**config.mk**
```make
export PLATFORM = sky130hd
export DESIGN_NAME = sram16_ctrl
export DESIGN_NICKNAME = d
export VERILOG_FILES = /design/src/hw/soc_pkg.sv /design/src/hw/sram16_ctrl.sv
export SDC_FILE = /design/constraint.sdc
export NUM_CORES = 1
export LEC_CHECK = 0
export ABC_AREA = 1
export BUFFER_PORTS_ARGS = -buffer_cell sky130_fd_sc_hd__buf_2
export CAP_MARGIN = 20
export CORE_MARGIN = 4
export CORE_UTILIZATION = 31
export DETAILED_ROUTE_END_ITERATION = 8
export GPL_TIMING_DRIVEN = 1
export HOLD_SLACK_MARGIN = 0.05
export PLACE_DENSITY = 0.86
export SYNTH_ARGS = -nofsm -noshare
export SYNTH_HDL_FRONTEND = slang
export SYNTH_SLANG_ARGS = --single-unit
```
**constraint.sdc**
```tcl
create_clock -name clk_i -period 0.8 [get_ports clk_i]
set_input_delay 0.08 -clock clk_i [delete_from_list [all_inputs] [get_ports clk_i]]
set_output_delay 0.08 -clock clk_i [all_outputs]
set_load 0.01 [all_outputs]
```
**src/hw/soc_pkg.sv**
```systemverilog
package soc_pkg;

  ////////////////////////////////////////
  // widths
  ////////////////////////////////////////

  parameter int XLEN         = 32;
  parameter int PORT_LEN     = 16;
  parameter int INT_VECT_LEN = 5;

  // default region bounds, end is exclusive
  parameter logic [XLEN-1:0] BOOT_BASE = 32'h0000_0000;
  parameter logic [XLEN-1:0] BOOT_END  = 32'h0000_0400;
  parameter logic [XLEN-1:0] GEN_BASE  = 32'h0000_1000;
  parameter logic [XLEN-1:0] GEN_END   = 32'h0000_1040;
  parameter logic [XLEN-1:0] PROG_BASE = 32'h0001_0000;
  parameter logic [XLEN-1:0] PROG_END  = 32'h0002_0000;
  parameter logic [XLEN-1:0] DATA_BASE = 32'h0002_0000;
  parameter logic [XLEN-1:0] DATA_END  = 32'h0003_0000;

  ////////////////////////////////////////
  // bus types
  ////////////////////////////////////////

  // bit positions inside region_sel_t
  typedef enum logic [1:0] {
    REG_BOOT    = 2'd0,
    REG_GENERAL = 2'd1,
    REG_PROG    = 2'd2,
    REG_DATA    = 2'd3
  } region_e;

  typedef logic [3:0] region_sel_t;

  typedef struct packed {
    logic                read;
    logic                write;
    logic [XLEN-1:0]     addr;
    logic [PORT_LEN-1:0] wdata;
    // bit 1 is the upper byte
    logic [1:0]          be;
  } bus_req_t;

  typedef struct packed {
    logic [PORT_LEN-1:0] rdata;
    logic                illegal;
  } bus_rsp_t;

  // all strobes active low
  typedef struct packed {
    logic [15:0] addr;
    logic [15:0] dout;
    logic        we_n;
    logic        ce_n;
    logic        oe_n;
    logic        ub_n;
    logic        lb_n;
  } sram_pins_t;

  // high byte of uart offset 0
  typedef struct packed {
    logic [5:0] reserved;
    logic       rx_valid;
    logic       tx_busy;
  } uart_status_t;

endpackage

```
**src/hw/sram16_ctrl.sv**
```systemverilog
`timescale 1ns/10ps

module sram16_ctrl (
  input  logic                         clk_i,
  input  logic                         rst_n_i,
  input  logic                         sel_i,
  input  soc_pkg::bus_req_t            req_i,
  input  logic [15:0]                  sram_data_i,
  output logic [soc_pkg::PORT_LEN-1:0] rdata_o,
  output soc_pkg::sram_pins_t          sram_o
);

  logic        rd_en;
  logic        wr_en;
  logic        access;
  logic [15:0] rdata_q;

  assign rd_en  = sel_i & req_i.read;
  assign wr_en  = sel_i & req_i.write;
  assign access = rd_en | wr_en;

  ////////////////////////////////////////
  // pin drive
  ////////////////////////////////////////

  // bit 16 inverted so that program memory sits in the lower half
  // and data memory in the upper half
  always_comb begin
    sram_o.addr = {~req_i.addr[16], req_i.addr[15:1]};
    sram_o.dout = req_i.wdata;
    sram_o.ce_n = ~access;
    sram_o.oe_n = ~rd_en;
    sram_o.we_n = ~wr_en;
    // reads always take both lanes
    sram_o.ub_n = ~(access & (rd_en | req_i.be[1]));
    sram_o.lb_n = ~(access & (rd_en | req_i.be[0]));
  end

  ////////////////////////////////////////
  // read capture
  ////////////////////////////////////////

  // sram data settles within the strobe cycle
  always_ff @(posedge clk_i) begin
    if (!rst_n_i) begin
      rdata_q <= '0;
    end else if (rd_en) begin
      rdata_q <= sram_data_i;
    end
  end

  assign rdata_o = rdata_q;

endmodule

```
# Word level (Yosys, flattened, before mapping)
# Index checks and enable logic that the tools add are counted.
# W data, S select, Z words.
# totals
out_inout_bits	53
regBits	16
# op_classes
bitwise_logic	13
# op_table
op	n
$not A1 Y1	6
$and A1 B1 Y1	4
$or A1 B1 Y1	3

# Longest topological paths before layout
# depth
depth_word	4
mapped_depth	5

# Least setup slack after synthesis
# Ideal clock, no wire load.
# synth_path
path_type	input to output
start	input port sel_i
end	output port sram_o[0] in the netlist's numbering
path_slack_ps	132
cell_stages	4
t_required_ps	720
arrival_time_ps	588
path_cell_list	nand2_2 buf_6 inv_1 a21oi_1
# synth_rtl
element	line_no	text
from (decl)	sram16_ctrl.sv:6	input logic sel_i,
to (decl)	sram16_ctrl.sv:10	output soc_pkg::sram_pins_t sram_o

# Worst setup path after layout
# layout_path
start	register rdata_q[14] (netlist: rdata_o[14])
end	output port rdata_o[14] in the netlist's numbering
# layout_rtl
element	line_no	text
from (decl)	sram16_ctrl.sv:16	logic [15:0] rdata_q;
from (signal assigned)	sram16_ctrl.sv:48	rdata_q <= sram_data_i;
to (decl)	sram16_ctrl.sv:9	output logic [soc_pkg::PORT_LEN-1:0] rdata_o,
# No word-level cell between the ends.

==> results.json <==
{
  "synth_top_area_share_pct": 34.3,
  "drt_iter0_drc": 32,
  "slowest_delay_ns": 0.34,
  "clockPowerShare_pct": 27.8,
  "min_from": "rst_n_i",
  "critPathKind": "reg -> out",
  "grt_pass1_wl_um": 3370,
  "crit_family": "flip-flops",
  "overflow": 0,
  "hold_class": "in -> reg",
  "seq_power_share_pct": 47.2,
  "reg2reg_depth": 5,
  "largest_reg_flops": 16,
  "synth_area_um2": 933,
  "cp_cell_sequence": "buf_6",
  "setup_ws_ns": -0.0136,
  "drtAntennaViolNets": 0,
  "die_x_um": 62.9,
  "rows": 19,
  "core_area_um2": 2810,
  "fillers": 294,
  "area_growth_pct": 38.6,
  "worstPathArrival_ns": 0.73,
  "cp.required_ns": 0.72,
  "setup_viol": 16,
  "antenna_found_initial": 0,
  "maxCapViolCount": 0,
  "fin_skew_ns": 0,
  "cts-htree-levels": 1,
  "clock.fmax_ghz": 1.23,
  "drt-met1-wl_um": 824,
  "route.detailed.drc": 0,
  "leakage_nw": 0.717,
  "p_per_area_nw_per_um2": 1470,
  "synth_edf_count": 0,
  "grtUsageTotal_pct": 10.8,
  "yosysWarnings": 0,
  "routed.top_layer": "met4",
  "synth.net_count": 211,
  "tns_ns": -0.134,
  "end_kind": "output port",
  "layout-drive-gt1-share_pct": 41.0,
  "async_flop_share_pct": 0,
  "p_sw_share_pct": 25.6,
  "diodes": 0,
  "start_util_pct": 33.3,
  "cts_tree": "built",
  "r2r-end": "rdata_o[8]$_SDFFE_PN0P_",
  "dieHeight_um": 62.9,
  "drt-pass1-iter-count": 4,
  "vias_per_cell": 3.93,
  "dp_hpwl_um": 1300,
  "rsz0062_at_grt": "true",
  "p_switching_w": 0.000487,
  "hold_path_end": "rdata_o[6]$_SDFFE_PN0P_",
  "numCtsBuffers": 3,
  "port_buffers": 45,
  "via_count": 801,
  "cts_root_buffer": "clkbuf_4",
  "wl_per_cell_um": 10.5,
  "r2r_setup_slack_ns": 0.06,
  "syn_area_per_cell_um2": 6.67,
  "ioPinCount": 124,
  "p_int_w": 0.00141,
  "synthFlopType": "dfxtp_1",
  "violations": "negative setup slack",
  "die-area_um2": 3950,
  "reg2reg_from": "rdata_o[8]$_SDFFE_PN0P_",
  "power_frac_comb_pct": 25.0,
  "route.met2.wl_um": 1160,
  "maxSlewHeadroom_pct": 79.3,
  "cp_slowest_cell": "dfxtp_2",
  "clock_latency_ns": 0.28,
  "utilization_pct": 46.1,
  "ys_seq_area_share_pct": 34.3,
  "grt_pass1_vias": 769,
  "grt_start_max_net_pins": 25,
  "netlist_instances": 140,
  "gp_congestion": 0.744,
  "slew_viol_final": 0,
  "ir_drop_v": 0.000750,
  "dr_wl_met3_um": 119,
  "post-route-min-period_ns": 0.814,
  "cp-start-kind": "register",
  "worst_pin_slew_ns": 0.310,
  "synth.distinct_cells": 10,
  "min_path_cells": 3,
  "nets": 245,
  "hold_viol": 0,
  "final.period_utilization_pct": 102,
  "ys_ff_latch": 16,
  "drt_wl_total_um": 2130,
  "worst-path-buf-inv": 1,
  "synthTopCellsByCount": "buf_4 (33), nand2_1 (33), nor2_1 (32), inv_1 (19), dfxtp_1 (16)",
  "clock_sinks": 16,
  "synth_area_leaders": "dfxtp_1 (34%), buf_4 (27%), nand2_1 (13%)",
  "status": "complete, but fails checks",
  "synth_top_area_cell": "dfxtp_1",
  "clockBufferDepth": 2,
  "clk_pin_slew_ns": 0.10,
  "path_max_fanout": 2
}
[power by group through the flow]
stage	registers (W)	logic [W]	clock network, W
final	0.000898	0.000474	0.000528
after global routing	0.000908	0.000531	0.000595
after CTS	0.000898	0.000466	0.000571
after detailed placement	0.000893	0.000345	0
after global placement	0.000890	0.000342	0
after floorplan	0.000921	0.000323	0
[kinds of logic (layout without fill, tap and decap cells)]
| kind of cell | after synthesis | in the layout | share of synthesized area [%] |
|---|---|---|---|
| AOI/OAI and AO/OA | 2 | 2 | 1.07 |
| DFF | 16 | 16 | 34.3 |
| and+or+nand+nor | 67 | 67 | 27.5 |
| buffers and inverters | 55 | 88 | 37.1 |
[per-stage QoR]
stage | cell area [um2] | setup WS, ns | power, W | cells | hold slack (ns)
final | 1290 | -0.0136 | 0.00190 | 204 | 0.157
after global routing | 1290 | -0.0588 | 0.00203 | 204 | 0.160
after CTS | 1280 | -0.0352 | 0.00193 | 202 | 0.148
after detailed placement | 962 | 0.0326 | 0.00124 | 182 | 0.160
after global placement | 962 | 0.0437 | 0.00123 | 182 | 0.160
after floorplan | 933 | 0.132 | 0.00124 | 140 | 0.204
[routing by layer]
layer / up-vias / global-route usage (%)
li1: 433 / -
met1: 341 / 10.3
met2: 25 / 19.9
met3: 2 / 3.78
met4: 0 / 5.51
met5: - / 0
[final cells by class]
type                    instances  area [um2]  area share [%]
multi-input cells              69         267            20.6
well taps                      31        38.8            3.00
repair buffers                 65         541            41.8
clock buffers                   4        36.3            2.80
inverters                      19        71.3            5.51
flip-flops and latches         16         340            26.3
[placed cells by master, fill, tap and decap left out]
master,count
nand2_2,1
nand2_1,33
clkbuf_4,3
buf_2,29
buf_12,2
buf_4,2
nor2_2,1
clkbuf_8,1
dfxtp_2,16
nor2_1,32
inv_1,19
dlygate4sd3_1,16
buf_6,16
a21oi_1,2
[worst max-delay path by stage]
stage                                   from                 endpoint  slack (ns)  cells after the start
CTS                  rdata_o[3]$_SDFFE_PN0P_               rdata_o[3]       -0.04                      1
detailed placement                     sel_i  rdata_o[8]$_SDFFE_PN0P_        0.03                      6
finish              rdata_o[14]$_SDFFE_PN0P_              rdata_o[14]       -0.01                      1
global placement                       sel_i  rdata_o[3]$_SDFFE_PN0P_        0.04                      6
floorplan                              sel_i                sram_o[0]        0.13                      4
global route        rdata_o[15]$_SDFFE_PN0P_              rdata_o[15]       -0.06                      1
[timing repair]
| item | CTS | global route |
|---|---|---|
| setup buffers | 0 | 2 |
| pin swaps | 0 | 0 |
| gates resized for setup | 32 | 0 |
| endpoints found under the setup margin | 16 | 16 |
| gates cloned | 0 | 0 |
| endpoints found under the hold margin | 16 | 0 |
| hold buffers | 16 | 0 |
(Power assumes the default switching activity.)
