File: config.mk
export PLATFORM = sky130hd
export DESIGN_NAME = mem_region_decode
export DESIGN_NICKNAME = d
export VERILOG_FILES = /design/src/hw/soc_pkg.sv /design/src/hw/mem_region_decode.sv
export SDC_FILE = /design/constraint.sdc
export NUM_CORES = 1
export LEC_CHECK = 0
export BUFFER_PORTS_ARGS = -buffer_cell sky130_fd_sc_hd__buf_2
export CAP_MARGIN = 10
export CORE_MARGIN = 1
export CORE_UTILIZATION = 26
export CTS_CLUSTER_SIZE = 8
export DETAILED_ROUTE_END_ITERATION = 8
export PLACE_DENSITY_LB_ADDON = 0.12
export SYNTH_ARGS = -nofsm -noshare
export SYNTH_HDL_FRONTEND = slang
export SYNTH_SLANG_ARGS = --single-unit
File: constraint.sdc
create_clock -name clk_i -period 2.9 [get_ports clk_i]
set_input_delay 0.435 -clock clk_i [delete_from_list [all_inputs] [get_ports clk_i]]
set_output_delay 0.435 -clock clk_i [all_outputs]
set_load 0.05 [all_outputs]
File: src/hw/soc_pkg.sv
package soc_pkg;

  ////////////////////////////////////////
  // widths
  ////////////////////////////////////////

  parameter int XLEN         = 32;
  parameter int PORT_LEN     = 16;
  parameter int INT_VECT_LEN = 5;

  // default region bounds, end is exclusive
  parameter logic [XLEN-1:0] BOOT_BASE = 32'h0000_0000;
  parameter logic [XLEN-1:0] BOOT_END  = 32'h0000_0400;
  parameter logic [XLEN-1:0] GEN_BASE  = 32'h0000_1000;
  parameter logic [XLEN-1:0] GEN_END   = 32'h0000_1040;
  parameter logic [XLEN-1:0] PROG_BASE = 32'h0001_0000;
  parameter logic [XLEN-1:0] PROG_END  = 32'h0002_0000;
  parameter logic [XLEN-1:0] DATA_BASE = 32'h0002_0000;
  parameter logic [XLEN-1:0] DATA_END  = 32'h0003_0000;

  ////////////////////////////////////////
  // bus types
  ////////////////////////////////////////

  // bit positions inside region_sel_t
  typedef enum logic [1:0] {
    REG_BOOT    = 2'd0,
    REG_GENERAL = 2'd1,
    REG_PROG    = 2'd2,
    REG_DATA    = 2'd3
  } region_e;

  typedef logic [3:0] region_sel_t;

  typedef struct packed {
    logic                read;
    logic                write;
    logic [XLEN-1:0]     addr;
    logic [PORT_LEN-1:0] wdata;
    // bit 1 is the upper byte
    logic [1:0]          be;
  } bus_req_t;

  typedef struct packed {
    logic [PORT_LEN-1:0] rdata;
    logic                illegal;
  } bus_rsp_t;

  // all strobes active low
  typedef struct packed {
    logic [15:0] addr;
    logic [15:0] dout;
    logic        we_n;
    logic        ce_n;
    logic        oe_n;
    logic        ub_n;
    logic        lb_n;
  } sram_pins_t;

  // high byte of uart offset 0
  typedef struct packed {
    logic [5:0] reserved;
    logic       rx_valid;
    logic       tx_busy;
  } uart_status_t;

endpackage

File: src/hw/mem_region_decode.sv
`timescale 1ns/10ps

module mem_region_decode #(
  parameter logic [soc_pkg::XLEN-1:0] BOOT_BASE = soc_pkg::BOOT_BASE,
  parameter logic [soc_pkg::XLEN-1:0] BOOT_END  = soc_pkg::BOOT_END,
  parameter logic [soc_pkg::XLEN-1:0] GEN_BASE  = soc_pkg::GEN_BASE,
  parameter logic [soc_pkg::XLEN-1:0] GEN_END   = soc_pkg::GEN_END,
  parameter logic [soc_pkg::XLEN-1:0] PROG_BASE = soc_pkg::PROG_BASE,
  parameter logic [soc_pkg::XLEN-1:0] PROG_END  = soc_pkg::PROG_END,
  parameter logic [soc_pkg::XLEN-1:0] DATA_BASE = soc_pkg::DATA_BASE,
  parameter logic [soc_pkg::XLEN-1:0] DATA_END  = soc_pkg::DATA_END
) (
  input  logic                            clk_i,
  input  logic                            rst_n_i,
  input  soc_pkg::bus_req_t               req_i,
  input  logic [soc_pkg::PORT_LEN-1:0]    boot_rdata_i,
  input  logic [soc_pkg::PORT_LEN-1:0]    sram_rdata_i,
  input  logic [soc_pkg::PORT_LEN-1:0]    gen_rdata_i,
  output soc_pkg::region_sel_t            sel_o,
  output soc_pkg::bus_rsp_t               rsp_o
);

  soc_pkg::region_sel_t sel;
  soc_pkg::region_sel_t rd_sel_q;
  logic                 illegal_q;
  logic                 strobe;

  // half-open bounds, base inclusive
  always_comb begin
    sel = '0;
    sel[soc_pkg::REG_BOOT]    = (req_i.addr >= BOOT_BASE) && (req_i.addr < BOOT_END);
    sel[soc_pkg::REG_GENERAL] = (req_i.addr >= GEN_BASE) && (req_i.addr < GEN_END);
    sel[soc_pkg::REG_PROG]    = (req_i.addr >= PROG_BASE) && (req_i.addr < PROG_END);
    sel[soc_pkg::REG_DATA]    = (req_i.addr >= DATA_BASE) && (req_i.addr < DATA_END);
  end

  assign sel_o  = sel;
  assign strobe = req_i.read | req_i.write;

  // remember which device answers the read
  always_ff @(posedge clk_i) begin
    if (!rst_n_i) begin
      rd_sel_q  <= '0;
      illegal_q <= 1'b0;
    end else begin
      if (req_i.read) begin
        rd_sel_q <= sel;
      end
      illegal_q <= strobe & ~(|sel);
    end
  end

  always_comb begin
    rsp_o = '0;
    if (rd_sel_q[soc_pkg::REG_BOOT]) begin
      rsp_o.rdata = boot_rdata_i;
    end else if (rd_sel_q[soc_pkg::REG_GENERAL]) begin
      rsp_o.rdata = gen_rdata_i;
    end else if (rd_sel_q[soc_pkg::REG_PROG] || rd_sel_q[soc_pkg::REG_DATA]) begin
      // program and data share the sram
      rsp_o.rdata = sram_rdata_i;
    end
    rsp_o.illegal = illegal_q;
  end

endmodule

# After elaboration in Yosys (flattened, before gate mapping)

Index checks and enable logic that the tools add are counted.

Bitwise gates (word level): 3
Multiplexer cells: 3
Reduce and logical (&&, ||, !) cells: 6
$lt $le $gt $ge: 8

Operators by type and width:

| cell                   | number |
|---|---|
| $lt A32 B18 Y1 const B | 2 |
| $mux W16               | 3 |
| $ge A32 B1 Y1 const B  | 1 |
| $ge A32 B13 Y1 const B | 1 |
| $ge A32 B17 Y1 const B | 1 |
| $ge A32 B18 Y1 const B | 1 |
| $lt A32 B11 Y1 const B | 1 |
| $lt A32 B13 Y1 const B | 1 |
| $logic_and A1 B1 Y1    | 4 |
| $reduce_or A4 Y1       | 1 |
| $and A1 B1 Y1          | 1 |
| $logic_or A1 B1 Y1     | 1 |
| $not A1 Y1             | 1 |
| $or A1 B1 Y1           | 1 |

Logic and storage cells: 22
Input port bits: 102
Output and inout bits: 21
Bits in registers: 5

# Longest topological paths before layout

Depth in word-level cells: 5
Mapped depth: 5
Gate-level depth less buffers: 4

# Worst setup path before layout

OpenSTA, ideal clock, no wires.

Path kind: register to output
Start: register rd_sel_q[1]
End: output port rsp_o[16] (netlist bit)
Path slack: 0.607 ns
Data required time: 2.465 ns
Buffers on the path: 1
Data arrival time: 1.858 ns
Cell stages (with the launch flop): 5
Cells stage by stage: dfxtp_1 clkbuf_1 nor2_2 a22oi_1 o21ai_0

RTL lines:

| element                | RTL line                | RTL |
|---|---|---|
| start, declared        | mem_region_decode.sv:24 | `soc_pkg::region_sel_t rd_sel_q;` |
| start signal, assigned | mem_region_decode.sv:47 | `rd_sel_q <= sel;` |
| end, declared          | mem_region_decode.sv:20 | `output soc_pkg::bus_rsp_t rsp_o` |

==> impl_metrics.tcl <==
set metrics [dict create \
    postCtsSetupBuffers 0 \
    syn_area_um2 613.1 \
    critical-path-top-delay-family "simple AND/OR/NAND/NOR gates" \
    cts_tree "built" \
    clockRootBuffer "clkbuf_4" \
    ir_drop_v 0.0001948 \
    worstMarginPinSlew_ps 666.7 \
    syn_nets 192 \
    cpPeakStageDelay_ps 600 \
    cts_resized 0 \
    layout.nets 289 \
    setup_slack_ps 508.3 \
    grt_use_met1 0.1946 \
    cp_max_fo 18 \
    diodes 0 \
    grt_max_degree 29 \
    vias 1030 \
    cp_slowest_cell "nor2_2" \
    postRouteAntennaNets 0 \
    p_per_area_mw_per_mm2 190.1 \
    critPathBufInv 1 \
    num-fill-cells 236 \
    path_cells "nor2_2, a22oi_1, o21ai_0, buf_2" \
    die_w_um 50.56 \
    maxSlewHeadroom 0.5549 \
    gp_congestion 0.6888 \
    dieArea_mm2 0.002556 \
    grt_util_met2 0.3178 \
    end_kind "primary output" \
    p_leak_nw 0.5772 \
    fin_util 0.5158 \
    place_hpwl_mm 1.826 \
    post-place-ws_ps 760.5 \
    synth_edf_count 0 \
    ys_warn_count 0 \
    finalWirelength_mm 2.264 \
    syn_area_per_cell_um2 6.812 \
    track_usage 0.1740 \
    rrSetupSlack_ps 1760 \
    wire_per_inst_um 10.58 \
    drive_gt1_frac 0.5806 \
    clock-sinks 5 \
    arrival_ps 1960 \
    clkLatencyLatePin_ps 240 \
    finalInstanceArea_mm2 0.001141 \
    hold_class "in -> reg" \
    core_area_mm2 0.002212 \
    placed_cell_area_mm2 0.001115 \
    grt_util_met3 0.04242 \
    postCtsHoldBufs 0 \
    fin_tns_setup_ps 0 \
    grt_busiest_layer "met2" \
    die_y_um 50.56 \
    critPathLaunchType "flop" \
    io_pins 123 \
    rsz0062_at_grt "no" \
    detail_route.vias_per_cell 4.813 \
    syn_inst 90 \
    rows 17 \
    numPortBuffers 98 \
    period_needed_ps 2392 \
    fmaxAchievable_ghz 0.4181 \
    cap_violations 0 \
    async_reset_ff_frac 0 \
    drt_first_pass_iters 4 \
    drc 0 \
    final-setup-viol-count 0 \
    worstSetupPathType "reg -> out" \
    h-tree-depth 1 \
    clock_skew_ps 0 \
    hold_slack_ps 482.1 \
    synth.distinct_cells 24 \
    cp.required_ps 2470 \
    hold_violations 0 \
    ys_ff_latch 5 \
    yosysSeqAreaShare 0.1633 \
    clock_path_buffers 2 \
    ys.flop_type "dfxtp_1" \
    syn2layout_area_growth_pct 86.12 \
    grt_pass1_vias 890 \
    drtIter0Drc 17 \
    fin_crit_sh 0.8247 \
    cts_made_buffers 3 \
    overflow 0 \
    outcome "finished, final reports clean" \
    antenna_found_initial 0 \
    maxSlewViolCount 0 \
    clk_pin_slew_ps 40 \
    start_util 0.2771 \
    grt_pass1_wl_mm 3.484 \
]
## layer usage
layer / share of wire / vias up / wire length, um
met5: 0 / - / 0
met4: 0.0071 / 0 / 16
met3: 0.11 / 2 / 257
met2: 0.45 / 63 / 1017
met1: 0.43 / 429 / 972
li1: - / 536 / -
## area by class of cell
type | count | area (um^2) | area share
Clock buffer | 4 | 26.28 | 0.02303
Multi-Input combinational cell | 78 | 481.7 | 0.4222
Timing Repair Buffer | 99 | 498.0 | 0.4364
Tap cell | 28 | 35.03 | 0.03070
Sequential cell | 5 | 100.1 | 0.08772
## worst paths after layout
check / startpoint / to / cells past startpoint
max: rd_sel_q[1] / rsp_o[2] / 4
max reg2reg: rd_sel_q[1] / rd_sel_q[1] / 2
min: rst_n_i / rd_sel_q[0] / 2
min reg2reg: rd_sel_q[2] / rd_sel_q[2] / 2
## per-stage QoR
step / cells / power, mW
final: 214 / 0.2169
after global routing: 214 / 0.2364
after CTS: 214 / 0.2199
after global placement: 210 / 0.1357
after floorplan: 90 / 0.08301
after detailed placement: 210 / 0.1379
## sequential cells by signal, summed over array words and instances, names as in the netlist
name,flops
illegal_q,1
rd_sel_q,4
## worst reg2reg max path: stages (launching register included)
cell and delay [ps]:
dfxtp_1 740, nor2b_1 220, a22o_1 120
## layout by cell type (no fill, tap or decap)
| cell type | netlist | layout |
|---|---|---|
| a22o_1 | 4 | 4 |
| a22oi_1 | 16 | 16 |
| and2_1 | 1 | 1 |
| buf_2 | 1 | 98 |
| buf_4 | 1 | 1 |
| clkbuf_1 | 5 | 1 |
| clkbuf_4 | 0 | 3 |
| dfxtp_1 | 5 | 5 |
| nand2_1 | 18 | 18 |
| nand4_1 | 1 | 1 |
| nand4b_1 | 1 | 1 |
| nor2_1 | 2 | 2 |
| nor2_2 | 1 | 1 |
| nor2b_1 | 4 | 4 |
| nor3_1 | 2 | 2 |
| nor3_2 | 2 | 2 |
| nor3b_2 | 2 | 2 |
| nor4_1 | 3 | 3 |
| nor4_2 | 1 | 1 |
| nor4b_1 | 1 | 1 |
| o21ai_0 | 6 | 6 |
| o21ai_1 | 10 | 10 |
| o221ai_1 | 1 | 1 |
| or3_1 | 1 | 1 |
| xnor2_1 | 1 | 1 |
## cell families (layout without fill, tap and decap cells)
logic type	count (synthesis)	in the layout	share of synthesized area
buf+inv	7	103	0.05102
compound gates	37	37	0.3980
simple gates	40	40	0.3735
xor+xnor	1	1	0.01429
flops	5	5	0.1633
## report_power, final
part / total [mW] / switching (mW) / leakage, nW / internal (mW)
sequential: 0.0702 / 0.000246 / 0.0406 / 0.0699
combinational: 0.0664 / 0.0255 / 0.522 / 0.0409
clock: 0.0804 / 0.0284 / 0.0150 / 0.0520
total: 0.217 / 0.0541 / 0.577 / 0.163
## Yosys cell counts (2+ instances only)
cell | n | area, um^2
a22o_1 | 4 | 35.03
a22oi_1 | 16 | 120.1
clkbuf_1 | 5 | 18.77
dfxtp_1 | 5 | 100.1
nand2_1 | 18 | 67.56
nor2_1 | 2 | 7.510
nor2b_1 | 4 | 25.02
nor3_1 | 2 | 10.01
nor3_2 | 2 | 20.02
nor3b_2 | 2 | 25.02
nor4_1 | 3 | 18.77
o21ai_0 | 6 | 30.03
o21ai_1 | 10 | 50.05
Note: power is estimated with default switching activity, not from simulation.
