**config.mk**
```make
export PLATFORM = sky130hd
export DESIGN_NAME = general_regs
export DESIGN_NICKNAME = d
export VERILOG_FILES = /design/src/hw/soc_pkg.sv /design/src/hw/uart_core.sv /design/src/hw/general_regs.sv
export SDC_FILE = /design/constraint.sdc
export NUM_CORES = 1
export LEC_CHECK = 0
export BUFFER_PORTS_ARGS = -buffer_cell sky130_fd_sc_hd__buf_4
export CAP_MARGIN = 0
export CELL_PAD_IN_SITES_DETAIL_PLACEMENT = 1
export CELL_PAD_IN_SITES_GLOBAL_PLACEMENT = 1
export CORE_AREA = 2 2 82 84
export CTS_BUF_LIST = sky130_fd_sc_hd__clkbuf_4
export CTS_CLUSTER_SIZE = 20
export DETAILED_ROUTE_END_ITERATION = 7
export DIE_AREA = 0 0 84 86
export PLACE_DENSITY_LB_ADDON = 0.25
export RECOVER_POWER = 50
export SYNTH_ARGS = -nofsm -noshare
export SYNTH_HDL_FRONTEND = slang
export SYNTH_SLANG_ARGS = --single-unit
```
**constraint.sdc**
```tcl
create_clock -name clk_i -period 6.9 [get_ports clk_i]
set_clock_uncertainty 0.1 [all_clocks]
set_input_delay 1.38 -clock clk_i [delete_from_list [all_inputs] [get_ports clk_i]]
set_output_delay 1.38 -clock clk_i [all_outputs]
set_load 0.02 [all_outputs]
```
**src/hw/soc_pkg.sv**
```systemverilog
package soc_pkg;

  ////////////////////////////////////////
  // widths
  ////////////////////////////////////////

  parameter int XLEN         = 32;
  parameter int PORT_LEN     = 16;
  parameter int INT_VECT_LEN = 5;

  // default region bounds, end is exclusive
  parameter logic [XLEN-1:0] BOOT_BASE = 32'h0000_0000;
  parameter logic [XLEN-1:0] BOOT_END  = 32'h0000_0400;
  parameter logic [XLEN-1:0] GEN_BASE  = 32'h0000_1000;
  parameter logic [XLEN-1:0] GEN_END   = 32'h0000_1040;
  parameter logic [XLEN-1:0] PROG_BASE = 32'h0001_0000;
  parameter logic [XLEN-1:0] PROG_END  = 32'h0002_0000;
  parameter logic [XLEN-1:0] DATA_BASE = 32'h0002_0000;
  parameter logic [XLEN-1:0] DATA_END  = 32'h0003_0000;

  ////////////////////////////////////////
  // bus types
  ////////////////////////////////////////

  // bit positions inside region_sel_t
  typedef enum logic [1:0] {
    REG_BOOT    = 2'd0,
    REG_GENERAL = 2'd1,
    REG_PROG    = 2'd2,
    REG_DATA    = 2'd3
  } region_e;

  typedef logic [3:0] region_sel_t;

  typedef struct packed {
    logic                read;
    logic                write;
    logic [XLEN-1:0]     addr;
    logic [PORT_LEN-1:0] wdata;
    // bit 1 is the upper byte
    logic [1:0]          be;
  } bus_req_t;

  typedef struct packed {
    logic [PORT_LEN-1:0] rdata;
    logic                illegal;
  } bus_rsp_t;

  // all strobes active low
  typedef struct packed {
    logic [15:0] addr;
    logic [15:0] dout;
    logic        we_n;
    logic        ce_n;
    logic        oe_n;
    logic        ub_n;
    logic        lb_n;
  } sram_pins_t;

  // high byte of uart offset 0
  typedef struct packed {
    logic [5:0] reserved;
    logic       rx_valid;
    logic       tx_busy;
  } uart_status_t;

endpackage

```
**src/hw/uart_core.sv**
```systemverilog
`timescale 1ns/10ps

module uart_core #(
  parameter int CLKS_PER_BIT = 4
) (
  input  logic       clk_i,
  input  logic       rst_n_i,
  input  logic       tx_start_i,
  input  logic [7:0] tx_data_i,
  input  logic       rx_ack_i,
  input  logic       rx_i,
  output logic       tx_o,
  output logic       tx_busy_o,
  output logic [7:0] rx_data_o,
  output logic       rx_valid_o
);

  localparam int CNT_W = $clog2(CLKS_PER_BIT + 1);
  localparam int HALF  = CLKS_PER_BIT / 2;

  ////////////////////////////////////////
  // transmitter
  ////////////////////////////////////////

  logic [9:0]       tx_shift_q;
  logic [CNT_W-1:0] tx_clk_cnt_q;
  logic [3:0]       tx_bit_cnt_q;
  logic             tx_busy_q;

  always_ff @(posedge clk_i) begin
    if (!rst_n_i) begin
      tx_shift_q   <= '1;
      tx_clk_cnt_q <= '0;
      tx_bit_cnt_q <= '0;
      tx_busy_q    <= 1'b0;
    end else if (!tx_busy_q) begin
      // start request while busy is simply ignored
      if (tx_start_i) begin
        tx_shift_q   <= {1'b1, tx_data_i, 1'b0};
        tx_clk_cnt_q <= '0;
        tx_bit_cnt_q <= '0;
        tx_busy_q    <= 1'b1;
      end
    end else if (tx_clk_cnt_q == CNT_W'(CLKS_PER_BIT - 1)) begin
      tx_clk_cnt_q <= '0;
      tx_shift_q   <= {1'b1, tx_shift_q[9:1]};
      if (tx_bit_cnt_q == 4'd9) begin
        tx_busy_q <= 1'b0;
      end else begin
        tx_bit_cnt_q <= tx_bit_cnt_q + 4'd1;
      end
    end else begin
      tx_clk_cnt_q <= tx_clk_cnt_q + 1'b1;
    end
  end

  assign tx_o      = tx_shift_q[0];
  assign tx_busy_o = tx_busy_q;

  ////////////////////////////////////////
  // receiver
  ////////////////////////////////////////

  logic [1:0]       rx_sync_q;
  logic             rx_s;
  logic             rx_active_q;
  logic [CNT_W-1:0] rx_clk_cnt_q;
  logic [3:0]       rx_bit_cnt_q;
  logic [7:0]       rx_shift_q;
  logic [7:0]       rx_data_q;
  logic             rx_valid_q;
  logic [CNT_W-1:0] rx_tgt;

  assign rx_s = rx_sync_q[1];

  // first wait lands in the middle of the start bit
  assign rx_tgt = (rx_bit_cnt_q == 4'd0) ? CNT_W'(HALF) : CNT_W'(CLKS_PER_BIT - 1);

  always_ff @(posedge clk_i) begin
    if (!rst_n_i) begin
      rx_sync_q    <= 2'b11;
      rx_active_q  <= 1'b0;
      rx_clk_cnt_q <= '0;
      rx_bit_cnt_q <= '0;
      rx_valid_q   <= 1'b0;
    end else begin
      rx_sync_q <= {rx_sync_q[0], rx_i};
      if (rx_ack_i) begin
        rx_valid_q <= 1'b0;
      end
      if (!rx_active_q) begin
        if (!rx_s) begin
          rx_active_q  <= 1'b1;
          rx_clk_cnt_q <= '0;
          rx_bit_cnt_q <= '0;
        end
      end else if (rx_clk_cnt_q == rx_tgt) begin
        rx_clk_cnt_q <= '0;
        rx_bit_cnt_q <= rx_bit_cnt_q + 4'd1;
        if (rx_bit_cnt_q == 4'd0) begin
          // glitch, not a real start bit
          if (rx_s) begin
            rx_active_q <= 1'b0;
          end
        end else if (rx_bit_cnt_q == 4'd9) begin
          rx_active_q <= 1'b0;
          // one byte buffer, newer byte lost while full
          if (rx_s && !rx_valid_q) begin
            rx_data_q  <= rx_shift_q;
            rx_valid_q <= 1'b1;
          end
        end else begin
          rx_shift_q <= {rx_s, rx_shift_q[7:1]};
        end
      end else begin
        rx_clk_cnt_q <= rx_clk_cnt_q + 1'b1;
      end
    end
  end

  assign rx_data_o  = rx_data_q;
  assign rx_valid_o = rx_valid_q;

endmodule

```
**src/hw/general_regs.sv**
```systemverilog
`timescale 1ns/10ps

module general_regs #(
  parameter int CLKS_PER_BIT = 4
) (
  input  logic                             clk_i,
  input  logic                             rst_n_i,
  input  logic                             sel_i,
  input  soc_pkg::bus_req_t                req_i,
  input  logic [soc_pkg::INT_VECT_LEN-1:0] irq_src_i,
  input  logic                             uart_rx_i,
  output logic [soc_pkg::PORT_LEN-1:0]     rdata_o,
  output logic                             irq_o,
  output logic                             uart_tx_o
);

  logic [5:0]                       offset;
  logic                             uart_hit;
  logic                             mask_hit;
  logic                             pend_hit;
  logic                             rd_en;
  logic                             wr_en;
  logic                             tx_start;
  logic                             tx_busy;
  logic [7:0]                       rx_data;
  logic                             rx_valid;
  logic                             rx_ack;
  logic [soc_pkg::INT_VECT_LEN-1:0] mask_q;
  logic [soc_pkg::INT_VECT_LEN-1:0] pend_q;
  logic [soc_pkg::INT_VECT_LEN-1:0] pend_clr;
  logic [soc_pkg::PORT_LEN-1:0]     rdata_q;
  soc_pkg::uart_status_t            status;

  ////////////////////////////////////////
  // window decode
  ////////////////////////////////////////

  assign offset   = req_i.addr[5:0];
  // uart data and status share the halfword at offsets 0 and 1
  assign uart_hit = (offset[5:1] == 5'd0);
  assign mask_hit = (offset == 6'd8);
  assign pend_hit = (offset == 6'd10);
  assign rd_en    = sel_i & req_i.read;
  assign wr_en    = sel_i & req_i.write;

  assign tx_start = wr_en & uart_hit & req_i.be[0];
  assign rx_ack   = rd_en & uart_hit;
  assign pend_clr = (wr_en && pend_hit) ? req_i.wdata[soc_pkg::INT_VECT_LEN-1:0] : '0;

  always_comb begin
    status          = '0;
    status.rx_valid = rx_valid;
    status.tx_busy  = tx_busy;
  end

  uart_core #(
    .CLKS_PER_BIT(CLKS_PER_BIT)
  ) uart_core_i (
    .clk_i     (clk_i),
    .rst_n_i   (rst_n_i),
    .tx_start_i(tx_start),
    .tx_data_i (req_i.wdata[7:0]),
    .rx_ack_i  (rx_ack),
    .rx_i      (uart_rx_i),
    .tx_o      (uart_tx_o),
    .tx_busy_o (tx_busy),
    .rx_data_o (rx_data),
    .rx_valid_o(rx_valid)
  );

  // interrupt state, clear wins over a new set
  always_ff @(posedge clk_i) begin
    if (!rst_n_i) begin
      mask_q <= '0;
      pend_q <= '0;
    end else begin
      if (wr_en && mask_hit) begin
        mask_q <= req_i.wdata[soc_pkg::INT_VECT_LEN-1:0];
      end
      pend_q <= (pend_q | irq_src_i) & ~pend_clr;
    end
  end

  assign irq_o = |(pend_q & mask_q);

  // read word sampled at the strobe, before the ack takes effect
  always_ff @(posedge clk_i) begin
    if (rd_en) begin
      if (uart_hit) begin
        rdata_q <= {status, rx_data};
      end else if (mask_hit) begin
        rdata_q <= {{(soc_pkg::PORT_LEN - soc_pkg::INT_VECT_LEN){1'b0}}, mask_q};
      end else if (pend_hit) begin
        rdata_q <= {{(soc_pkg::PORT_LEN - soc_pkg::INT_VECT_LEN){1'b0}}, pend_q};
      end else begin
        rdata_q <= '0;
      end
    end
  end

  assign rdata_o = rdata_q;

endmodule

```
# [Yosys cells after proc, flatten, opt, wreduce, memory -nomap -nowiden]
# Cells that the tools add are included.
[totals] out_inout_bits=18 input_bits=61 regBits=71
[op_classes] n_bitwise=11 n_reduce_logical=14 add_sub_neg=4 mux=36 n_eq_ne=10
[ops] operator="10-bit 2-to-1 mux" n=4
[ops] operator="4-bit 2-to-1 mux" n=7
[ops] operator="3-bit 2-to-1 mux" n=6
[ops] operator="1-bit 2-to-1 mux" n=16
[ops] operator="5-bit 2-to-1 mux" n=3
[ops] operator="6-bit by 4-bit equality test with 1-bit output (second input constant)" n=2
[ops] operator="5-bit bitwise AND" n=2
[ops] operator="4-bit by 1-bit adder with 4-bit output (second input constant)" n=2
[ops] operator="4-bit equality test (second input constant)" n=2
[ops] operator="2-bit != test (second input constant)" n=4
[ops] operator="3-bit by 1-bit adder with 3-bit output (second input constant)" n=2
[ops] operator="6-bit AND reduction" n=1
[ops] operator="1-bit bitwise AND" n=5
[ops] operator="5-bit logical NOT" n=1
[ops] operator="5-bit NOT" n=1
[ops] operator="5-bit bitwise OR" n=1
[ops] operator="5-bit AND reduction" n=1
[ops] operator="5-bit OR reduction" n=1
[ops] operator="4-bit logical NOT" n=1
[ops] operator="2-bit AND reduction" n=2
[ops] operator="3-bit by 2-bit equality test with 1-bit output (second input constant)" n=1
[ops] operator="3-bit equality test" n=1
[ops] operator="1-bit logical AND" n=3
[ops] operator="3-bit AND reduction" n=1
[ops] operator="other kinds (4)" n=5

# [Logic depth before layout (Yosys ltp)]
# Gate-level depths: netlist of the first run.
[depth] ltp_word=8 ltp_mapped=6 mapped_depth_nobuf=6

# [Cells and area by module]
# Synthesis of the first run repeated with hierarchy kept, for this count alone.
[unflattened] hier_cells=286 area_unflattened_um2=2887.8
[by_module_without_submodules] mod="uart_core" cells_each=184 instances=1 area_per_inst_um2=1888.1
[by_module_without_submodules] mod="general_regs" cells_each=102 instances=1 area_per_inst_um2=999.7

# [Worst setup path before layout of the first run]
# OpenSTA, ideal clock, no wires.
[synth_timing] path_kind="input to register" start="in req_i[19] (netlist bit)" end="reg uart_core_i.tx_shift_q[2]" path_stages=5 setup_ns=0.130 path_buffers=1 arrival_time_ns=2.762 slack_ns=3.908 path_cell_list="or4_4 or4_4 buf_6 o22ai_1 o21ai_1"
[synth_between] elab_chain_cells=5
[synth_lines] element="start: declaration" line_no="general_regs.sv:9" source="input soc_pkg::bus_req_t req_i,"
[synth_lines] element="5-bit logical NOT" line_no="general_regs.sv:40" source="assign uart_hit = (offset[5:1] == 5'd0);"
[synth_lines] element="1-bit bitwise AND (2 in series)" line_no="general_regs.sv:46" source="assign tx_start = wr_en & uart_hit & req_i.be[0];"
[synth_lines] element="2-bit nonzero test (no line)"
[synth_lines] element="2-bit AND reduction (no line)"
[synth_lines] element="end signal: assignment" line_no="uart_core.sv:39" source="tx_shift_q <= {1'b1, tx_data_i, 1'b0};"
[synth_lines] element="end signal: assignment" line_no="uart_core.sv:46" source="tx_shift_q <= {1'b1, tx_shift_q[9:1]};"
[synth_lines] element="end: declaration" line_no="uart_core.sv:25" source="logic [9:0] tx_shift_q;"
# Every way passes these cells.
# A chain may end at the register's enable or synchronous reset.

# [Worst setup path after layout of the first run]
[layout_timing] start="in rst_n_i" end="reg uart_core_i.rx_data_q[7] (netlist: uart_core_i.rx_data_o[7]) (enable)"
[layout_between] elab_chain_cells=1
[layout_lines] element="start: declaration" line_no="general_regs.sv:7" source="input logic rst_n_i,"
[layout_lines] element="6-bit AND reduction (no line)"
[layout_lines] element="end signal: assignment" line_no="uart_core.sv:109" source="rx_data_q <= rx_shift_q;"
[layout_lines] element="end: declaration" line_no="uart_core.sv:70" source="logic [7:0] rx_data_q;"
# Every way passes these cells.

==> run summary, run 1 <==
Yosys printed 0 warnings. The worst setup path endpoint is uart_core_i.rx_data_o[7]$_DFFE_PP_. The final cycle utilization of the critical path is 53.3%. The tree is rooted in a clkbuf_4. The H-tree level count came out at 3.

The DRC marker count from the first detailed-route iteration came out at 106. The total of cells resized after clock tree synthesis came out at 0. The die outline area is 7220 sq um. Walking the worst path, the cells encountered are clkbuf_1, nand4_1, nor4_1, clkbuf_1.

The path class of the tightest hold or removal check is reg -> reg. The relative contribution of sequential cells to total power is 55.4%. The kind of capture point of the worst setup path is a register. The quantity of I/O buffers inserted on ports is 37. The number of nets in the layout is 356. The effective utilization at floorplan is 42.9%.

The analysis attributes to cell leakage a power of 1.20 nW. Counting every instance in the synthesized netlist gives 250. The clock latency reported for the late side of the worst-skew pair came out at 410 ps. Setup repair after global routing left no endpoint under its margin.

The highest clock frequency the design can meet is 272 MHz. The synthesized area came out at 2690 sq um. In the post-synthesis netlist, the cell with the most instances is dfxtp_1. The fraction of layout cells with a size suffix above 1 came out at 18.1%.

The global placement routability congestion came out at 0.780. The final design area excluding fillers came out at 3120 sq um. The chip height came out at 86 microns. The first-pass GRT wire length is 10,100 microns. The part of the Yosys area used for sequential elements is 57.3%. The count of hold buffers inserted by post-cts repair came out at 0. By area the synthesized netlist is led by edfxtp_1, dfxtp_1, o21ai_0. The worst setup path is of the in -> reg kind. The total clock buffers created by CTS is 9. The core region is 6280 sq um. The total negative slack is 0 ps.

The I/O pin total is 79. The startpoint of the worst setup timing path is rst_n_i. The count of final max-slew check failures came out at 50. In this run the worst path has a maximum fanout of 49. In this run the register-to-register setup slack is 4450 ps. The unique cell type count in the Yosys netlist is 48. The number of global-route vias before repair is 2,094. The number of endpoints with negative hold slack in the final report is 0. The fraction of power consumed by the clock network is 39.5%. Global routing used 18.1% of the available tracks. The run finished, with violations left. The path depth of the worst reg2reg path is 7. VDD sags by at most 108 uV. Entering global routing, the biggest net connects 50 pins. The worst slew slack as a fraction of its limit is -28.4%. The half-perimeter wire length of the detailed placement result came out at 4270 microns. For this run, design rule violations remaining after detail routing come to 0. The beginning of the worst register-to-register path is uart_core_i.rx_bit_cnt_q[0]$_SDFFE_PN0P_. The total number of placement rows is 29. The switching power total is 0.163 mW.

The synthesized design contains 26 enable-type register cells. The data arrival time of the worst path came out at 3630 ps. Counting flops with an async set or reset pin after synthesis yields a share of 0%. The area added between synthesis and finish came out at 16.0%.

The actual slew at the worst max-slew pin is 1930 ps. The overall routed net length is 6100 microns. The first detailed-routing pass ran for 8 iterations. STA classifies the critical path startpoint as an input pin. The remaining global-route overflow came out at 0. Across all layers, the routed design uses 2,038 vias.

Counting stages on the worst path, the most repeated cell is clkbuf_1. The count of max-cap constraint violations is 1. The clock transition at the registers of the reported paths came out at 100 ps. The area share of the leading cell type in the synthesized netlist is 29.0%. Once layout is complete, the utilization of the core stands at 49.7%. The detail route stage leaves a number of antenna-violating nets equal to 0. The most instantiated flip-flop cell in the synthesis netlist is dfxtp_1. The worst endpoint required time is 6850 ps. The CTS tree is done. On the critical path, the stage with the largest delay is an instance of clkbuf_1. The synthesized area divided by synthesized cell count is 10.8 sq um. The maximum cell stage delay along the critical path is 1350 ps. The cell type with the highest aggregate area in the netlist is edfxtp_1. The horizontal die dimension came out at 84 microns. The number of sinks handled by clock tree synthesis is 64. The checks that failed: capacitance limit, slew limit. The initial antenna violation count was 0.

The number of synthesized register bits is 64. The smallest clock period supported by the final layout is computed as 3670 ps. In the synthesized netlist, the cells that appear most often are dfxtp_1, edfxtp_1, o21ai_0.

The endpoint identified for the worst register-to-register timing path is uart_core_i.rx_valid_o$_SDFF_PN0_. Counting along the longest clock path gives a buffer depth of 2. Using the TritonRoute via totals, the vias-per-cell ratio works out to 5.51.

The number of post-CTS setup repair buffers is 0. The proportion of total power due to net switching came out at 22.5%. Summing all placed instances gives a cell area of 3000 sq um. The design internal power came out at 0.561 mW. The power per cell area is 232 nW/um^2. The final setup violation count came out at 0. The share of power burned in combinational logic is 5.1%. The number of inserted diodes came out at 0. In the final routed layout, each cell accounts on average for 16.5 microns.
## flip-flops by register name (all words and copies together) (netlist names)
signal / cells
mask_q: 5
uart_core_i.rx_valid_o: 1
uart_core_i.rx_shift_q: 8
uart_core_i.tx_bit_cnt_q: 4
uart_core_i.tx_clk_cnt_q: 3
pend_q: 5
uart_core_i.rx_bit_cnt_q: 4
rdata_o: 10
uart_core_i.rx_clk_cnt_q: 3
uart_core_i.rx_active_q: 1
uart_core_i.rx_sync_q: 2
uart_core_i.rx_data_o: 8
uart_core_i.tx_shift_q: 9
uart_core_i.tx_busy_o: 1
## per-stage QoR
stage          total power, mW  worst slack, ps  instances  hold WS, ps
2_1_floorplan            0.429             3910        255          286
3_3_place_gp             0.447             3590        354          289
4_1_cts                  0.734             3980        370          324
6_report                 0.724             3230        370          318
3_5_place_dp             0.448             3530        354          301
5_1_grt                  0.753             2910        370          342
## critical path, delay by kind of cell
family	cells	cell delay [ps]
buffers and inverters	2	1800
and+or+nand+nor	2	440
## power groups by stage
stage	logic (mW)	registers [mW]	clock network, mW
floorplan	0.0185	0.411	0
global placement	0.0375	0.409	0
detailed placement	0.0386	0.410	0
CTS	0.0389	0.401	0.294
global route	0.0409	0.402	0.310
finish	0.0370	0.401	0.286
## cell usage in the layout (no fill, tap or decap), drive strengths merged, types with 2 or more instances in the layout
master    synthesis  routed
clkinvlp          0       2
a222oi            6       6
clkinv            0       2
edfxtp           26      26
ha                7       7
dfxtp            38      38
nor3              9       9
clkbuf            7      20
and3b             2       2
inv              12      12
and2              9       9
nand2b            5       5
nand2            15      15
or4               2       2
bufinv            0       2
nor2b             2       2
nor2              6       6
buf               9      28
nand3            13      13
o22ai             8       8
a21oi            10      10
nand4b            2       2
a22oi             2       2
or3               2       2
conb              1       6
o21ai            27      27
o21a              2       2
a31o              2       2
nand3b            3       3
xnor2             2       2
and3              5       5
nand4             3       3
## metal layers
layer	up-vias	wire length, microns	track usage, %
li1	994	-	-
met1	972	2650	21.0
met2	60	2970	30.4
met3	12	325	4.62
met4	0	151	10.6
met5	-	0	0
## area by class of cell
type,count,area [sq um]
clock buffer,10,75.1
clock inverter,6,83.8
fill,723,3160
inverter,12,45.0
multi-input combinational,163,1030
sequential,64,1540
tap,77,96.3
timing repair buffer,38,248
## worst min path at each step
stage,start,to,slack [ps],cells after the start
after floorplan,uart_core_i.rx_sync_q[0]$_SDFF_PN1_,uart_core_i.rx_sync_q[1]$_SDFF_PN1_,290,1
after global placement,uart_core_i.rx_sync_q[0]$_SDFF_PN1_,uart_core_i.rx_sync_q[1]$_SDFF_PN1_,290,1
after detailed placement,uart_core_i.rx_sync_q[0]$_SDFF_PN1_,uart_core_i.rx_sync_q[1]$_SDFF_PN1_,300,1
after CTS,uart_core_i.rx_sync_q[0]$_SDFF_PN1_,uart_core_i.rx_sync_q[1]$_SDFF_PN1_,320,1
after global routing,uart_core_i.rx_shift_q[0]$_DFFE_PP_,uart_core_i.rx_data_o[0]$_DFFE_PP_,340,0
final,uart_core_i.rx_sync_q[0]$_SDFF_PN1_,uart_core_i.rx_sync_q[1]$_SDFF_PN1_,320,1
## cells by family after synthesis
kind of cell               Yosys count  synth area share [%]
AOI/OAI and AO/OA                   63                  14.7
other                                1                 0.139
buffers and inverters               28                  5.12
xor gates and xnor gates             3                 0.977
DFF                                 64                  57.3
adders and majority gates            7                  3.26
and+or+nand+nor                     83                  18.1
muxes                                1                 0.372
(Power assumes the default switching activity.)
==> run 2, diff against run 1 <==
--- a/config.mk
+++ b/config.mk
@@ -9,11 +9,11 @@
 export CAP_MARGIN = 0
 export CELL_PAD_IN_SITES_DETAIL_PLACEMENT = 1
 export CELL_PAD_IN_SITES_GLOBAL_PLACEMENT = 1
-export CORE_AREA = 2 2 82 84
+export CORE_AREA = 2 2 85 87
 export CTS_BUF_LIST = sky130_fd_sc_hd__clkbuf_4
 export CTS_CLUSTER_SIZE = 20
 export DETAILED_ROUTE_END_ITERATION = 7
-export DIE_AREA = 0 0 84 86
+export DIE_AREA = 0 0 87 89
 export PLACE_DENSITY_LB_ADDON = 0.25
 export RECOVER_POWER = 50
 export SYNTH_ARGS = -nofsm -noshare
==> constraint.sdc (replaced) <==
create_clock -name clk_i -period 3.5 [get_ports clk_i]
set_clock_uncertainty 0.1 [all_clocks]
set_input_delay 0.7 -clock clk_i [delete_from_list [all_inputs] [get_ports clk_i]]
set_output_delay 0.7 -clock clk_i [all_outputs]
set_load 0.02 [all_outputs]
==> run summary, run 2 (synthesized netlist as in run 1, its figures left out) <==
The initial antenna violation count is 0. The quantity of I/O buffers inserted on ports came out at 37. The slack of the worst reg-to-reg path came out at 910 ps. The area of combinational cells with multiple inputs came out at 1020 sq um.

The total area of sequential cells is 1540 sq um. The global-route usage over all layers is 16.3%. Setup repair after global routing left no endpoint under its margin. The setup path with the least slack is of type reg -> reg. After clock tree synthesis, the clock-pin slew on the worst setup and hold paths is 110 ps.

The detailed-route wire length per cell is 15.7 microns. The area added between synthesis and finish is 16.9%. At the worst endpoint, the required time is 3490 ps.

Measured in cells, the most critical reg-to-reg path has a length of 5. The fraction of layout cells with a size suffix above 1 is 17.3%. The beginning of the worst register-to-register path is uart_core_i.rx_bit_cnt_q[0]$_SDFFE_PN0P_. The worst min-delay path category is reg -> reg. The count of hold buffers inserted by post-cts repair came out at 0. The filler cell count in the final layout is 783. The number of nets with antenna violations after routing is 0. The worst pin sits at a relative slew slack of 51.1%.

Following the worst setup path forward leads to its endpoint at uart_core_i.rx_shift_q[0]$_DFFE_PP_. The highest clock frequency the design can meet came out at 386 MHz. In this run the critical register-to-register path is captured at uart_core_i.rx_shift_q[0]$_DFFE_PP_.

Dividing the final minimum period by the clock period gives 74.1%. The clock root buffer is clkbuf_4. The count of final max-slew check failures came out at 0.

The remaining global-route overflow came out at 0. The register with the most flip-flops in the layout has 10 of them. The leakage power summed over all cells came out at 1.21 nW. In this run the worst path has a maximum fanout of 10. The routed via count divided by cell count is 5.41. The DRC marker count from the first detailed-route iteration came out at 151. The vias after detailed routing is 2,022. In this run, CTS created clock tree buffers numbering 9. The pre-CTS setup slack came out at 877 ps. The I/O pin total is 79. For this design the ratio of total power to cell area is 479 nW/um^2. After floorplanning, the core was divided into 30 placement rows. After the last flow step, the layout net total stands at 357.

The post-route core utilization came out at 46.8%. The buffer levels on the longest clock path came out at 2. The largest net degree at the start of global routing is 50. The most common cell after layout, fill and taps aside is dfxtp_1.

The effective utilization at floorplan came out at 40.0%. The flow ran to the end, and the final reports show no timing, DRC or antenna violations. The peak supply drop came out at 242 uV. The count of max-cap constraint violations came out at 0. The half-perimeter wire length of the detailed placement result is 4050 microns. The repair_antennas step left the layout with diodes totalling 0.

The floorplan step defined a die boundary enclosing 7740 sq um. The CTS tree is done. In the post-route analysis, the smallest setup slack over all paths is 908 ps. The horizontal die dimension came out at 87 microns. The overall routed net length is 5870 microns. The total negative slack is 0 ps. The shortest period the worst path allows came out at 2590 ps.

The final setup violation count came out at 0. The first-pass GRT wire length is 9690 microns. The placeable core region came out at 6720 sq um. The congestion estimate from routability-driven global placement came to 0.754.

The most critical setup path has its startpoint at uart_core_i.rx_bit_cnt_q[0]$_SDFFE_PN0P_. The H-tree level count is 3. The total iterations of the first detailed-routing run is 5. The worst setup path is launched from a register. In the layout the commonest cells are dfxtp_1, buf_4, edfxtp_1, o21ai_0, nand2_1.

STA classifies the critical path endpoint as a register. The DRC violations left came out at 0. Clock latency on the worst-skew pair, taken at its later pin, is 410 ps. At the worst endpoint, the arrival time is 2580 ps. The total of cells resized after clock tree synthesis is 0. The number of sinks handled by clock tree synthesis came out at 64. The number of post-CTS setup repair buffers came out at 0. The number of endpoints with negative hold slack in the final report was 0. The number of global-route vias before repair was 2,067. The chip height came out at 89 microns. The actual slew at the worst max-slew pin came out at 714 ps.
## run 2: stage by stage
step           hold slack (ps)  total power [mW]  std cells  cell area (sq um)
2_1_floorplan              286             0.846        255               2710
3_3_place_gp               289             0.881        358               3010
3_5_place_dp               301             0.883        358               3010
4_1_cts                    325              1.53        374               3200
5_1_grt                    342              1.57        374               3150
6_report                   321              1.51        374               3150
## run 2: power breakdown
| part | switching (mW) | leakage, nW | total [mW] | internal [mW] |
|---|---|---|---|---|
| combinational | 0.0413 | 0.568 | 0.0703 | 0.0291 |
| clock | 0.284 | 0.0961 | 0.646 | 0.362 |
| sequential | 0.00879 | 0.549 | 0.791 | 0.782 |
| total | 0.334 | 1.21 | 1.51 | 1.17 |
## run 2: worst min path at each step
stage	from	end	slack, ps	cells past startpoint
global route	req_i[2]	pend_q[0]$_SDFF_PN0_	340	2
global placement	uart_core_i.rx_sync_q[0]$_SDFF_PN1_	uart_core_i.rx_sync_q[1]$_SDFF_PN1_	290	1
finish	uart_core_i.rx_sync_q[0]$_SDFF_PN1_	uart_core_i.rx_sync_q[1]$_SDFF_PN1_	320	1
CTS	uart_core_i.rx_sync_q[0]$_SDFF_PN1_	uart_core_i.rx_sync_q[1]$_SDFF_PN1_	330	1
detailed placement	uart_core_i.rx_sync_q[0]$_SDFF_PN1_	uart_core_i.rx_sync_q[1]$_SDFF_PN1_	300	1
floorplan	uart_core_i.rx_sync_q[0]$_SDFF_PN1_	uart_core_i.rx_sync_q[1]$_SDFF_PN1_	290	1
## run 2: metal layers
metal	global-route usage (%)	up-vias	wire length, microns
met5	0	-	0
met4	5.97	0	81
met3	5.54	10	258
met2	27.1	38	2850
met1	19.6	981	2680
li1	-	993	-
## run 2: area by class of cell
cell class / count / area share [%]
timing repair buffer: 39 / 7.88
multi-input combinational: 163 / 32.5
inverter: 12 / 1.43
sequential: 64 / 49.0
clock inverter: 7 / 3.82
tap: 80 / 3.18
clock buffer: 9 / 2.15
## run 2: critical path, cell delays in order, from the launching register on
cell and delay [ps]:
dfxtp_1 370, inv_1 90, ha_1 150, nor3b_1 520
mux2i_1 690, nor2_1 350
